**src/include/irq_consts.svh**
```systemverilog
`ifndef IRQ_CONSTS_SVH
`define IRQ_CONSTS_SVH

// ----------------------------------------
// Interrupt line set
// ----------------------------------------

// Number of machine interrupt lines
`define IRQ_NUM 32

// Width of an interrupt number
`define IRQ_ID_W 5

// Implemented lines 31..16, 11, 7 and 3
`define IRQ_VALID_MASK 32'hffff_0888

// ----------------------------------------
// Sleep control
// ----------------------------------------

// Encoding of the WFI instruction word
`define WFI_INSTR 32'h1050_0073

// Cycles from a drained pipeline to core sleep
`define SLEEP_LATENCY 2

`endif

```
**src/source/irq_pkg.sv**
```systemverilog
`include "irq_consts.svh"

package irq_pkg;

  // ----------------------------------------
  // Interrupt types
  // ----------------------------------------

  // One bit per interrupt line, same layout as mip/mie
  typedef logic [`IRQ_NUM-1:0] irq_vec_t;

  // Interrupt number as reported with the acknowledge
  typedef logic [`IRQ_ID_W-1:0] irq_id_t;

  // ----------------------------------------
  // WFI sleep FSM
  // ----------------------------------------

  // RUN   normal execution
  // DRAIN WFI retired, waiting for LSU and fetch to go idle
  // WAIT  pipeline idle, sleep latency timer running
  // SLEEP core_sleep_o asserted
  typedef enum logic [1:0] {
    WFI_RUN   = 2'b00,
    WFI_DRAIN = 2'b01,
    WFI_WAIT  = 2'b10,
    WFI_SLEEP = 2'b11
  } wfi_state_e;

endpackage

```
**src/source/irq_ctrl_top.sv**
```systemverilog
`timescale 1ns/100ps

module irq_ctrl_top
  import irq_pkg::*;
(
  input  logic        clk_i,
  input  logic        rst_ni,

  // Interrupt lines and CSR enables
  input  irq_vec_t    irq_i,
  input  irq_vec_t    mie_i,
  input  logic        mstatus_mie_i,

  // Retiring instruction
  input  logic        instr_valid_i,
  input  logic [31:0] instr_rdata_i,
  input  logic        instr_err_i,

  // Pipeline status and debug
  input  logic        lsu_busy_i,
  input  logic [1:0]  fetch_outstanding_i,
  input  logic        debug_req_i,

  // Outputs
  output irq_vec_t    mip_o,
  output logic        irq_ack_o,
  output irq_id_t     irq_id_o,
  output logic        core_sleep_o
);

  // ----------------------------------------
  // Internal nets
  // ----------------------------------------

  irq_vec_t pending_en;
  logic     timer_start;
  logic     timer_clear;
  logic     timer_done;

  // mip register and enabled view
  irq_pending_reg u_pending (
    .clk_i        (clk_i),
    .rst_ni       (rst_ni),
    .irq_i        (irq_i),
    .mie_i        (mie_i),
    .mip_o        (mip_o),
    .pending_en_o (pending_en)
  );

  // Fixed-order arbiter and ack pulse
  irq_priority_arb u_arb (
    .clk_i         (clk_i),
    .rst_ni        (rst_ni),
    .pending_en_i  (pending_en),
    .mstatus_mie_i (mstatus_mie_i),
    .irq_ack_o     (irq_ack_o),
    .irq_id_o      (irq_id_o)
  );

  // WFI sequencing
  wfi_sleep_fsm u_wfi (
    .clk_i               (clk_i),
    .rst_ni              (rst_ni),
    .instr_valid_i       (instr_valid_i),
    .instr_rdata_i       (instr_rdata_i),
    .instr_err_i         (instr_err_i),
    .lsu_busy_i          (lsu_busy_i),
    .fetch_outstanding_i (fetch_outstanding_i),
    .debug_req_i         (debug_req_i),
    .pending_en_i        (pending_en),
    .timer_done_i        (timer_done),
    .timer_start_o       (timer_start),
    .timer_clear_o       (timer_clear),
    .core_sleep_o        (core_sleep_o)
  );

  // Sleep-entry latency
  sleep_delay_timer u_timer (
    .clk_i   (clk_i),
    .rst_ni  (rst_ni),
    .start_i (timer_start),
    .clear_i (timer_clear),
    .done_o  (timer_done)
  );

endmodule

```
**src/source/irq_pending_reg.sv**
```systemverilog
`timescale 1ns/100ps

`include "irq_consts.svh"

module irq_pending_reg
  import irq_pkg::*;
(
  input  logic     clk_i,
  input  logic     rst_ni,

  // Raw interrupt lines and local enables
  input  irq_vec_t irq_i,
  input  irq_vec_t mie_i,

  // Pending register and its enabled view
  output irq_vec_t mip_o,
  output irq_vec_t pending_en_o
);

  // ----------------------------------------
  // Pending register
  // ----------------------------------------

  irq_vec_t mip_q;
  irq_vec_t irq_masked;

  // Reserved lines never reach mip
  assign irq_masked = irq_i & `IRQ_VALID_MASK;

  // One cycle from irq_i to mip
  always_ff @(posedge clk_i or negedge rst_ni) begin
    if (!rst_ni) begin
      mip_q <= '0;
    end else begin
      mip_q <= irq_masked;
    end
  end

  assign mip_o = mip_q;

  // ----------------------------------------
  // Pending and enabled
  // ----------------------------------------

  // Shared by the arbiter and the WFI wake logic
  assign pending_en_o = mip_q & mie_i;

endmodule

```
**src/source/irq_priority_arb.sv**
```systemverilog
`timescale 1ns/100ps

`include "irq_consts.svh"

module irq_priority_arb
  import irq_pkg::*;
(
  input  logic     clk_i,
  input  logic     rst_ni,

  // Pending and locally enabled lines
  input  irq_vec_t pending_en_i,

  // Global machine interrupt enable
  input  logic     mstatus_mie_i,

  // Acknowledge pulse and winning id
  output logic     irq_ack_o,
  output irq_id_t  irq_id_o
);

  // ----------------------------------------
  // Winner selection
  // ----------------------------------------

  logic    win_valid;
  irq_id_t win_id;

  // Lowest priority is checked first so later hits override it
  // Resulting order is 31..16, then 11, then 3, then 7
  always_comb begin
    win_valid = 1'b0;
    win_id    = '0;

    // Line 7 is the weakest
    if (pending_en_i[7]) begin
      win_valid = 1'b1;
      win_id    = irq_id_t'(7);
    end

    // Line 3 beats 7
    if (pending_en_i[3]) begin
      win_valid = 1'b1;
      win_id    = irq_id_t'(3);
    end

    // Line 11 beats 3 and 7
    if (pending_en_i[11]) begin
      win_valid = 1'b1;
      win_id    = irq_id_t'(11);
    end

    // Platform lines, higher index wins
    for (int i = 16; i < `IRQ_NUM; i++) begin
      if (pending_en_i[i]) begin
        win_valid = 1'b1;
        win_id    = irq_id_t'(i);
      end
    end
  end

  // ----------------------------------------
  // Acknowledge register
  // ----------------------------------------

  logic    ack_q;
  irq_id_t id_q;

  // Ack only under mstatus.mie; a high ack forces a low cycle after it
  always_ff @(posedge clk_i or negedge rst_ni) begin
    if (!rst_ni) begin
      ack_q <= 1'b0;
    end else begin
      ack_q <= win_valid & mstatus_mie_i & ~ack_q;
    end
  end

  // Id tracks the winner, only meaningful with ack
  always_ff @(posedge clk_i) begin
    if (win_valid) begin
      id_q <= win_id;
    end
  end

  assign irq_ack_o = ack_q;
  assign irq_id_o  = id_q;

endmodule

```
**src/source/sleep_delay_timer.sv**
```systemverilog
`timescale 1ns/100ps

`include "irq_consts.svh"

module sleep_delay_timer (
  input  logic clk_i,
  input  logic rst_ni,
  input  logic start_i,
  input  logic clear_i,
  output logic done_o
);

  // ----------------------------------------
  // Latency down-counter
  // ----------------------------------------

  localparam int unsigned CNT_W = $clog2(`SLEEP_LATENCY + 1);

  logic [CNT_W-1:0] cnt_q;

  // Zero means idle; load wins over clear, count stops at zero
  always_ff @(posedge clk_i or negedge rst_ni) begin
    if (!rst_ni) begin
      cnt_q <= '0;
    end else if (start_i) begin
      cnt_q <= CNT_W'(`SLEEP_LATENCY);
    end else if (clear_i) begin
      cnt_q <= '0;
    end else if (cnt_q != '0) begin
      cnt_q <= cnt_q - 1'b1;
    end
  end

  // Final count reached SLEEP_LATENCY-1 edges after the load
  assign done_o = (cnt_q == CNT_W'(1));

endmodule

```
**src/source/wfi_sleep_fsm.sv**
```systemverilog
`timescale 1ns/100ps

`include "irq_consts.svh"

module wfi_sleep_fsm
  import irq_pkg::*;
(
  input  logic        clk_i,
  input  logic        rst_ni,

  // Writeback stage view of the retiring instruction
  input  logic        instr_valid_i,
  input  logic [31:0] instr_rdata_i,
  input  logic        instr_err_i,

  // Pipeline activity
  input  logic        lsu_busy_i,
  input  logic [1:0]  fetch_outstanding_i,

  // Wake sources
  input  logic        debug_req_i,
  input  irq_vec_t    pending_en_i,

  // Sleep latency timer
  input  logic        timer_done_i,
  output logic        timer_start_o,
  output logic        timer_clear_o,

  output logic        core_sleep_o
);

  // ----------------------------------------
  // Decode and conditions
  // ----------------------------------------

  logic       wfi_retired;
  logic       pipe_ready;
  logic       wake;
  wfi_state_e state_q;
  wfi_state_e state_d;
  logic       sleep_q;

  // WFI with a bus error does not count as retired
  assign wfi_retired = instr_valid_i && (instr_rdata_i == `WFI_INSTR) && !instr_err_i;

  // No LSU transfer and no fetch in flight
  assign pipe_ready = !lsu_busy_i && (fetch_outstanding_i == 2'd0);

  // Wake ignores mstatus.mie
  assign wake = (|pending_en_i) || debug_req_i;

  // ----------------------------------------
  // Next state
  // ----------------------------------------

  always_comb begin
    state_d = state_q;
    case (state_q)
      WFI_RUN: begin
        if (wfi_retired) state_d = WFI_DRAIN;
      end
      WFI_DRAIN: begin
        if (wake) state_d = WFI_RUN;
        else if (pipe_ready) state_d = WFI_WAIT;
      end
      WFI_WAIT: begin
        if (wake) state_d = WFI_RUN;
        else if (timer_done_i) state_d = WFI_SLEEP;
      end
      WFI_SLEEP: begin
        if (wake) state_d = WFI_RUN;
      end
      default: state_d = WFI_RUN;
    endcase
  end

  // Timer load on the drain-to-wait edge
  assign timer_start_o = (state_q == WFI_DRAIN) && pipe_ready && !wake;

  // Any wake outside RUN abandons a running count
  assign timer_clear_o = (state_q != WFI_RUN) && wake;

  // ----------------------------------------
  // State and sleep registers
  // ----------------------------------------

  always_ff @(posedge clk_i or negedge rst_ni) begin
    if (!rst_ni) begin
      state_q <= WFI_RUN;
      sleep_q <= 1'b0;
    end else begin
      state_q <= state_d;
      // Rises on the edge that samples timer_done, falls on wake
      sleep_q <= (state_d == WFI_SLEEP);
    end
  end

  assign core_sleep_o = sleep_q;

endmodule
```
**config.mk**
```make
export PLATFORM = sky130hd
export DESIGN_NAME = irq_ctrl_top
export DESIGN_NICKNAME = d
export VERILOG_FILES = /design/src/source/irq_pkg.sv /design/src/source/irq_ctrl_top.sv /design/src/source/irq_pending_reg.sv /design/src/source/irq_priority_arb.sv /design/src/source/sleep_delay_timer.sv /design/src/source/wfi_sleep_fsm.sv
export VERILOG_INCLUDE_DIRS = /design/src /design/src/include
export SDC_FILE = /design/constraint.sdc
export NUM_CORES = 1
export LEC_CHECK = 0
export ABC_AREA = 1
export BUFFER_PORTS_ARGS = -buffer_cell sky130_fd_sc_hd__buf_2
export CORE_MARGIN = 1
export CORE_UTILIZATION = 38
export CTS_BUF_LIST = sky130_fd_sc_hd__clkbuf_16
export CTS_CLUSTER_DIAMETER = 30
export DETAILED_ROUTE_END_ITERATION = 7
export PLACE_DENSITY = 0.85
export SLEW_MARGIN = 15
export SYNTH_ARGS = -nofsm -noshare
export SYNTH_HDL_FRONTEND = slang
export SYNTH_SLANG_ARGS = --single-unit
```
**constraint.sdc**
```tcl
create_clock -name clk_i -period 2.15 [get_ports clk_i]
set_input_delay 0.1075 -clock clk_i [delete_from_list [all_inputs] [get_ports clk_i]]
set_output_delay 0.1075 -clock clk_i [all_outputs]
set_load 0.05 [all_outputs]
```
Yosys cells after proc, flatten, opt, wreduce, memory -nomap -nowiden
Index checks and enable logic that the tools add are counted.
- add/subtract/negate cells: 1
- equal/unequal tests: 6
- multiplexer cells: 47
- bitwise gates (word level): 4
- reduce and logical (&&, ||, !) cells: 20
- operators with widths (operator ; count):
    $mux 4 ; 9
    $and 32x32->32 ; 1
    $eq 32x29->1 const B ; 1
    $reduce_or 32->1 ; 1
    $mux 2 ; 11
    $mux 1 ; 20
    $mux 3 ; 6
    $reduce_or 16->1 ; 1
    $pmux 2 s4 ; 1
    $reduce_or 8->1 ; 1
    $eq 2x2->1 const B ; 3
    $logic_and 1x1->1 ; 6
    $eq 2x1->1 const B ; 2
    $logic_not 2->1 ; 2
    $reduce_bool 2->1 ; 2
    $reduce_or 4->1 ; 1
    $logic_not 1->1 ; 3
    $reduce_bool 3->1 ; 1
    $and 1x1->1 ; 2
    $reduce_or 2->1 ; 1
    $sub 2x1->2 const B ; 1
    $logic_or 1x1->1 ; 1
    $not 1->1 ; 1
- register bits after elaboration: 30
- bits of input ports: 105
- output and inout port bits: 39
- word-level logic and storage cells: 88

Depth between registers and ports, before layout
- depth in word-level cells: 22
- gate-level depth with buffers: 18
- depth with buffers taken out: 18

Modules after synthesis
Synthesis repeated with hierarchy kept, for this count alone.
- cells, all modules: 253
- area, all modules: 1836.8 µm²
- by module, submodules not included (module ; times used ; cells each ; area an instance (µm²) ; seq. area each (µm²)):
    irq_pending_reg ; 1 ; 84 ; 817.0 ; 475.5
    wfi_sleep_fsm ; 1 ; 87 ; 455.4 ; 75.1
    irq_priority_arb ; 1 ; 65 ; 432.9 ; 175.2
    sleep_delay_timer ; 1 ; 17 ; 131.4 ; 50.0

Least setup slack after synthesis
Ideal clock, no wire load.
- path type: register -> register
- start: register u_pending.mip_q[3] (netlist: u_pending.mip_o[3])
- end: register u_arb.id_q[0] (netlist: u_arb.irq_id_o[0]) (data pin)
- library setup time: 0.254 ns
- arrival time: 1.536 ns
- required time: 1.896 ns
- path slack: 0.360 ns
- stages on the path, launching flop included: 19
- buffers on the path: 0
- clock period less this slack: 1.790 ns
- path through: dfrtp_1 > nand2_1 > nand3_2 > nand2_1 > nand2_1 > nand2_1 > nand2_1 > nand2_1 > nand2_1 > nand2_1 > nand2_1 > nand2_1 > nand2_1 > nand2_1 > nand2_1 > nand2_1 > nand2_1 > nand2_1 > nand2_1
- longest elaborated chain between the ends: 18
- RTL lines (element ; line ; RTL):
    from (decl) ; irq_pending_reg.sv:24 ; irq_vec_t mip_q;
    from (signal assigned) ; irq_pending_reg.sv:35 ; mip_q <= irq_masked;
    $and 32x32->32 ; irq_pending_reg.sv:46 ; assign pending_en_o = mip_q & mie_i;
    $mux 3 ; irq_priority_arb.sv:42 ; if (pending_en_i[3]) begin
    $mux 4 ; irq_priority_arb.sv:48 ; if (pending_en_i[11]) begin
    $mux 4 (8 in a row) ; irq_priority_arb.sv:55 ; if (pending_en_i[i]) begin
    $mux 3 (4 in a row) ; irq_priority_arb.sv:55 ;
    $mux 2 (2 in a row) ; irq_priority_arb.sv:55 ;
    $mux 1 ; irq_priority_arb.sv:55 ;
    to (signal assigned) ; irq_priority_arb.sv:81 ; id_q <= win_id;
    to (decl) ; irq_priority_arb.sv:67 ; irq_id_t id_q;
No other way between the ends.
A chain may end at the register's enable or synchronous reset.

Worst setup path in the final report
- start: register u_pending.mip_q[11] (netlist: u_pending.mip_o[11])
- end: register u_arb.id_q[0] (netlist: u_arb.irq_id_o[0]) (data pin)
- longest elaborated chain between the ends: 17
- RTL lines (element ; line):
    $and 32x32->32 ; irq_pending_reg.sv:46
    $mux 4 ; irq_priority_arb.sv:48
    $mux 4 (8 in a row) ; irq_priority_arb.sv:55
    $mux 3 (4 in a row) ; irq_priority_arb.sv:55
    $mux 2 (2 in a row) ; irq_priority_arb.sv:55
    $mux 1 ; irq_priority_arb.sv:55
No other way between the ends.

==> results.json <==
{
  "status": "completed",
  "max-vdd-ir-drop_v": 0.000582,
  "path_depth": 18,
  "start_util_pct": 39.4,
  "clkSinkCount": 30,
  "crit_path_top_delay_cell": "dfrtp_1",
  "cts-resized-gates": 0,
  "max_stage_delay_ps": 410,
  "antenna_found_initial": 0,
  "drv_cap": 0,
  "worst_pin_slew_ps": 561,
  "hold_viol": 0,
  "timing.final.ws_setup_ps": 460,
  "ys_warn_count": 0,
  "fin_crit_sh_pct": 78.6,
  "register_area_um2": 776,
  "grt_usage_pct": 19.3,
  "drv_slew": 0,
  "diodes": 0,
  "rsz0062_at_grt": "no",
  "drt_pass1_iterations": 4,
  "grt_max_degree": 26,
  "grt_overflow_total": 0,
  "yosys.area_share.simple_pct": 26.9,
  "first_iter_violations": 42,
  "vias": 1532,
  "reg2reg_to": "u_arb.irq_id_o[0]",
  "cp-start-kind": "flip-flop",
  "cp_cell_sequence": "nand2_2, nand3_2, nand2_1, nand2_1, nand2_1, nand2_1, nand2_1, nand2_1, nand2_1, nand2_1, nand2_1, nand2_1, nand2_1, nand2_1, nand2_1, nand2_1, nand2_1, nand2_1",
  "seqPwrFrac_pct": 36.7,
  "crit_family": "simple AND/OR/NAND/NOR gates",
  "first_global_vias": 1465,
  "cpMostUsedCell": "nand2_1",
  "p_int_w": 0.00123,
  "post-place-ws_ps": 468,
  "dp_hpwl_um": 2820,
  "fin_worst_skew_ps": 9.42,
  "multi_input_area_um2": 556,
  "io_pins": 144,
  "p_sw_w": 0.000555,
  "numCtsBuffers": 5,
  "worst_ep_required_time_ps": 2180,
  "setup_viol": 0,
  "met3_usage_pct": 4.35,
  "wl_per_cell_um": 10.6,
  "top_usage_layer": "met2",
  "grtUsageMet1_pct": 20.0,
  "crit_buf_inv": 0,
  "die_x_um": 63.6,
  "switching_share_pct": 31.1,
  "worstSetupPathType": "flip-flop to flip-flop",
  "p_clk_share_pct": 36.6,
  "synth-compound-area-share_pct": 5.03,
  "tritoncts": "done",
  "p_leak_nw": 1.27,
  "die_height_um": 63.6,
  "synthCells": 157,
  "drc": 0,
  "finalCriticalPeriod_ps": 1690,
  "crit_path_end": "u_arb.irq_id_o[0]",
  "comb_power_share_pct": 26.8,
  "clock-root-buffer": "clkbuf_16",
  "min_from": "mstatus_mie_i",
  "r2r_start": "u_pending.mip_o[11]",
  "clkSlewWorstSetupHoldPaths_ps": 50,
  "grt_pass1_wl_um": 5850,
  "num_rows": 22,
  "yosysUniqueCellTypes": 30,
  "synth_edf_count": 5,
  "critPathLaunch": "u_pending.mip_o[11]",
  "dieArea_um2": 4050,
  "synth_top_family_by_area": "simple AND/OR/NAND/NOR gates",
  "yosys-mux-area-fraction_pct": 0.780,
  "area_delta_synth_final_pct": 60.2,
  "core_um2": 3660,
  "synth_xor_area_share_pct": 0.607,
  "gr-usage-met2_pct": 35.5,
  "totalWireLength_um": 3560,
  "slew_headroom_pct": 62.6,
  "fmax_ghz": 0.592,
  "h-tree-depth": 2,
  "nNetsFinal": 394,
  "min-delay-path-class": "primary input to flip-flop",
  "via_per_inst": 4.56,
  "post-cts-setup-buffer-count": 0,
  "p_per_area_nw_per_um2": 773,
  "worst-endpoint-arrival_ps": 1720,
  "drive_gt1_share_pct": 44.1,
  "rrSetupSlack_ps": 460,
  "final.setup.tns_ps": 0,
  "ctsLongestPathBuffers": 2,
  "async_flop_share_pct": 83.3,
  "synthFlopType": "dfrtp_1",
  "synthAdderAreaFrac_pct": 1.73,
  "fill_cells": 325,
  "gp_congestion": 0.724,
  "endpoint_kind": "flip-flop",
  "seq_area_frac_synth_pct": 53.7,
  "ant_nets": 0,
  "synth_seq_cells": 30,
  "worst-r2r-cell-count": 18,
  "syn_area_per_cell_um2": 9.20,
  "final_cell_area_um2": 2310,
  "worst-path-max-fanout": 3,
  "syn_area_um2": 1440,
  "port_buffers": 104,
  "clk_latency_ps": 270,
  "dpl_cell_area_um2": 1970
}
[stage by stage]
| stage | total power [W] | utilization [%] | hold WS (ps) | std cells |
|---|---|---|---|---|
| after global placement | 0.00110 | 53.9 | 126 | 308 |
| final | 0.00179 | 63.2 | 66.9 | 336 |
| after global routing | 0.00189 | 63.2 | 53.9 | 336 |
| after detailed placement | 0.00112 | 53.9 | 133 | 308 |
| after CTS | 0.00181 | 63.2 | 58.9 | 336 |
| after floorplan | 0.000994 | - | -188 | 169 |
[metal layers]
metal	share of wire [%]	vias up
met5	0	-
met1	38	696
met4	2.4	0
met2	52	81
li1	-	748
met3	7.2	7
[what timing repair did]
| action | 4_1_cts | 5_1_grt |
|---|---|---|
| hold buffers | 20 | 0 |
| hold endpoints to repair | 44 | 0 |
| setup endpoints to repair | 0 | 0 |
[sequential cells by signal, indices dropped and copies added, names as in the netlist]
register and flops:
u_timer.cnt_q 2, u_pending.mip_o 19, u_wfi.core_sleep_o 1, u_arb.irq_ack_o 1, u_wfi.state_q 2, u_arb.irq_id_o 5
[cell type report]
| class | count | share of cell area [%] |
|---|---|---|
| sequential | 30 | 33.5 |
| timing repair buffer | 124 | 31.2 |
| multi-input combinational | 110 | 24.0 |
| clock buffer | 5 | 5.41 |
| inverter | 16 | 2.60 |
| tap | 48 | 2.60 |
| clock inverter | 3 | 0.703 |
[tightest hold or removal path, delay by kind of cell]
family	cells	cell delay, ps
buf+inv	1	100
simple gates	2	90
[cell usage after synthesis, types with 3 or more instances]
library cell / number / area (um2)
inv_1: 14 / 52.6
buf_4: 13 / 97.6
nor4_1: 8 / 50.1
nand3_1: 3 / 15.0
o21ai_0: 3 / 15.0
edfxtp_1: 5 / 150
nor2_1: 3 / 11.3
nand2_2: 6 / 37.5
nand2_1: 48 / 180
nor3_1: 4 / 20.0
dfrtp_1: 25 / 626
a21oi_1: 3 / 15.0
[placed cells by master (no fill, tap or decap), drive strengths merged, types with 5 or more instances in the layout]
cell type / synthesis / layout
nor4: 8 / 8
dlygate4sd3: 0 / 20
buf: 13 / 104
nor2: 5 / 5
nor3: 5 / 5
inv: 16 / 16
conb: 1 / 13
nand3: 5 / 5
nand2: 54 / 54
o21ai: 5 / 5
clkbuf: 0 / 5
dfrtp: 25 / 25
edfxtp: 5 / 5
[worst min path at each step]
stage	slack [ps]	cells after the start	endpoint
after detailed placement	130	1	u_pending.mip_o[11]
after floorplan	-190	0	u_arb.irq_ack_o
after global placement	130	1	u_arb.irq_ack_o
final	70	3	u_arb.irq_ack_o
after CTS	60	3	u_arb.irq_ack_o
after global routing	50	3	u_arb.irq_ack_o
[kinds of logic after synthesis]
| logic type | Yosys count |
|---|---|
| AND/OR/NAND/NOR | 81 |
| flip-flops | 30 |
| other | 1 |
| AO/OA/AOI/OAI | 12 |
| adder cells (fa/ha/maj) | 2 |
| buffers and inverters | 29 |
| multiplexers | 1 |
| XOR/XNOR | 1 |
[power by group through the flow]
| stage | combinational [W] | clock [W] | sequential, W |
|---|---|---|---|
| finish | 0.000478 | 0.000654 | 0.000656 |
| global route | 0.000537 | 0.000696 | 0.000661 |
| CTS | 0.000485 | 0.000668 | 0.000656 |
| detailed placement | 0.000454 | 0 | 0.000665 |
| global placement | 0.000442 | 0 | 0.000660 |
| floorplan | 0.000236 | 0 | 0.000758 |
No activity file was read; power rests on OpenSTA's default activity.
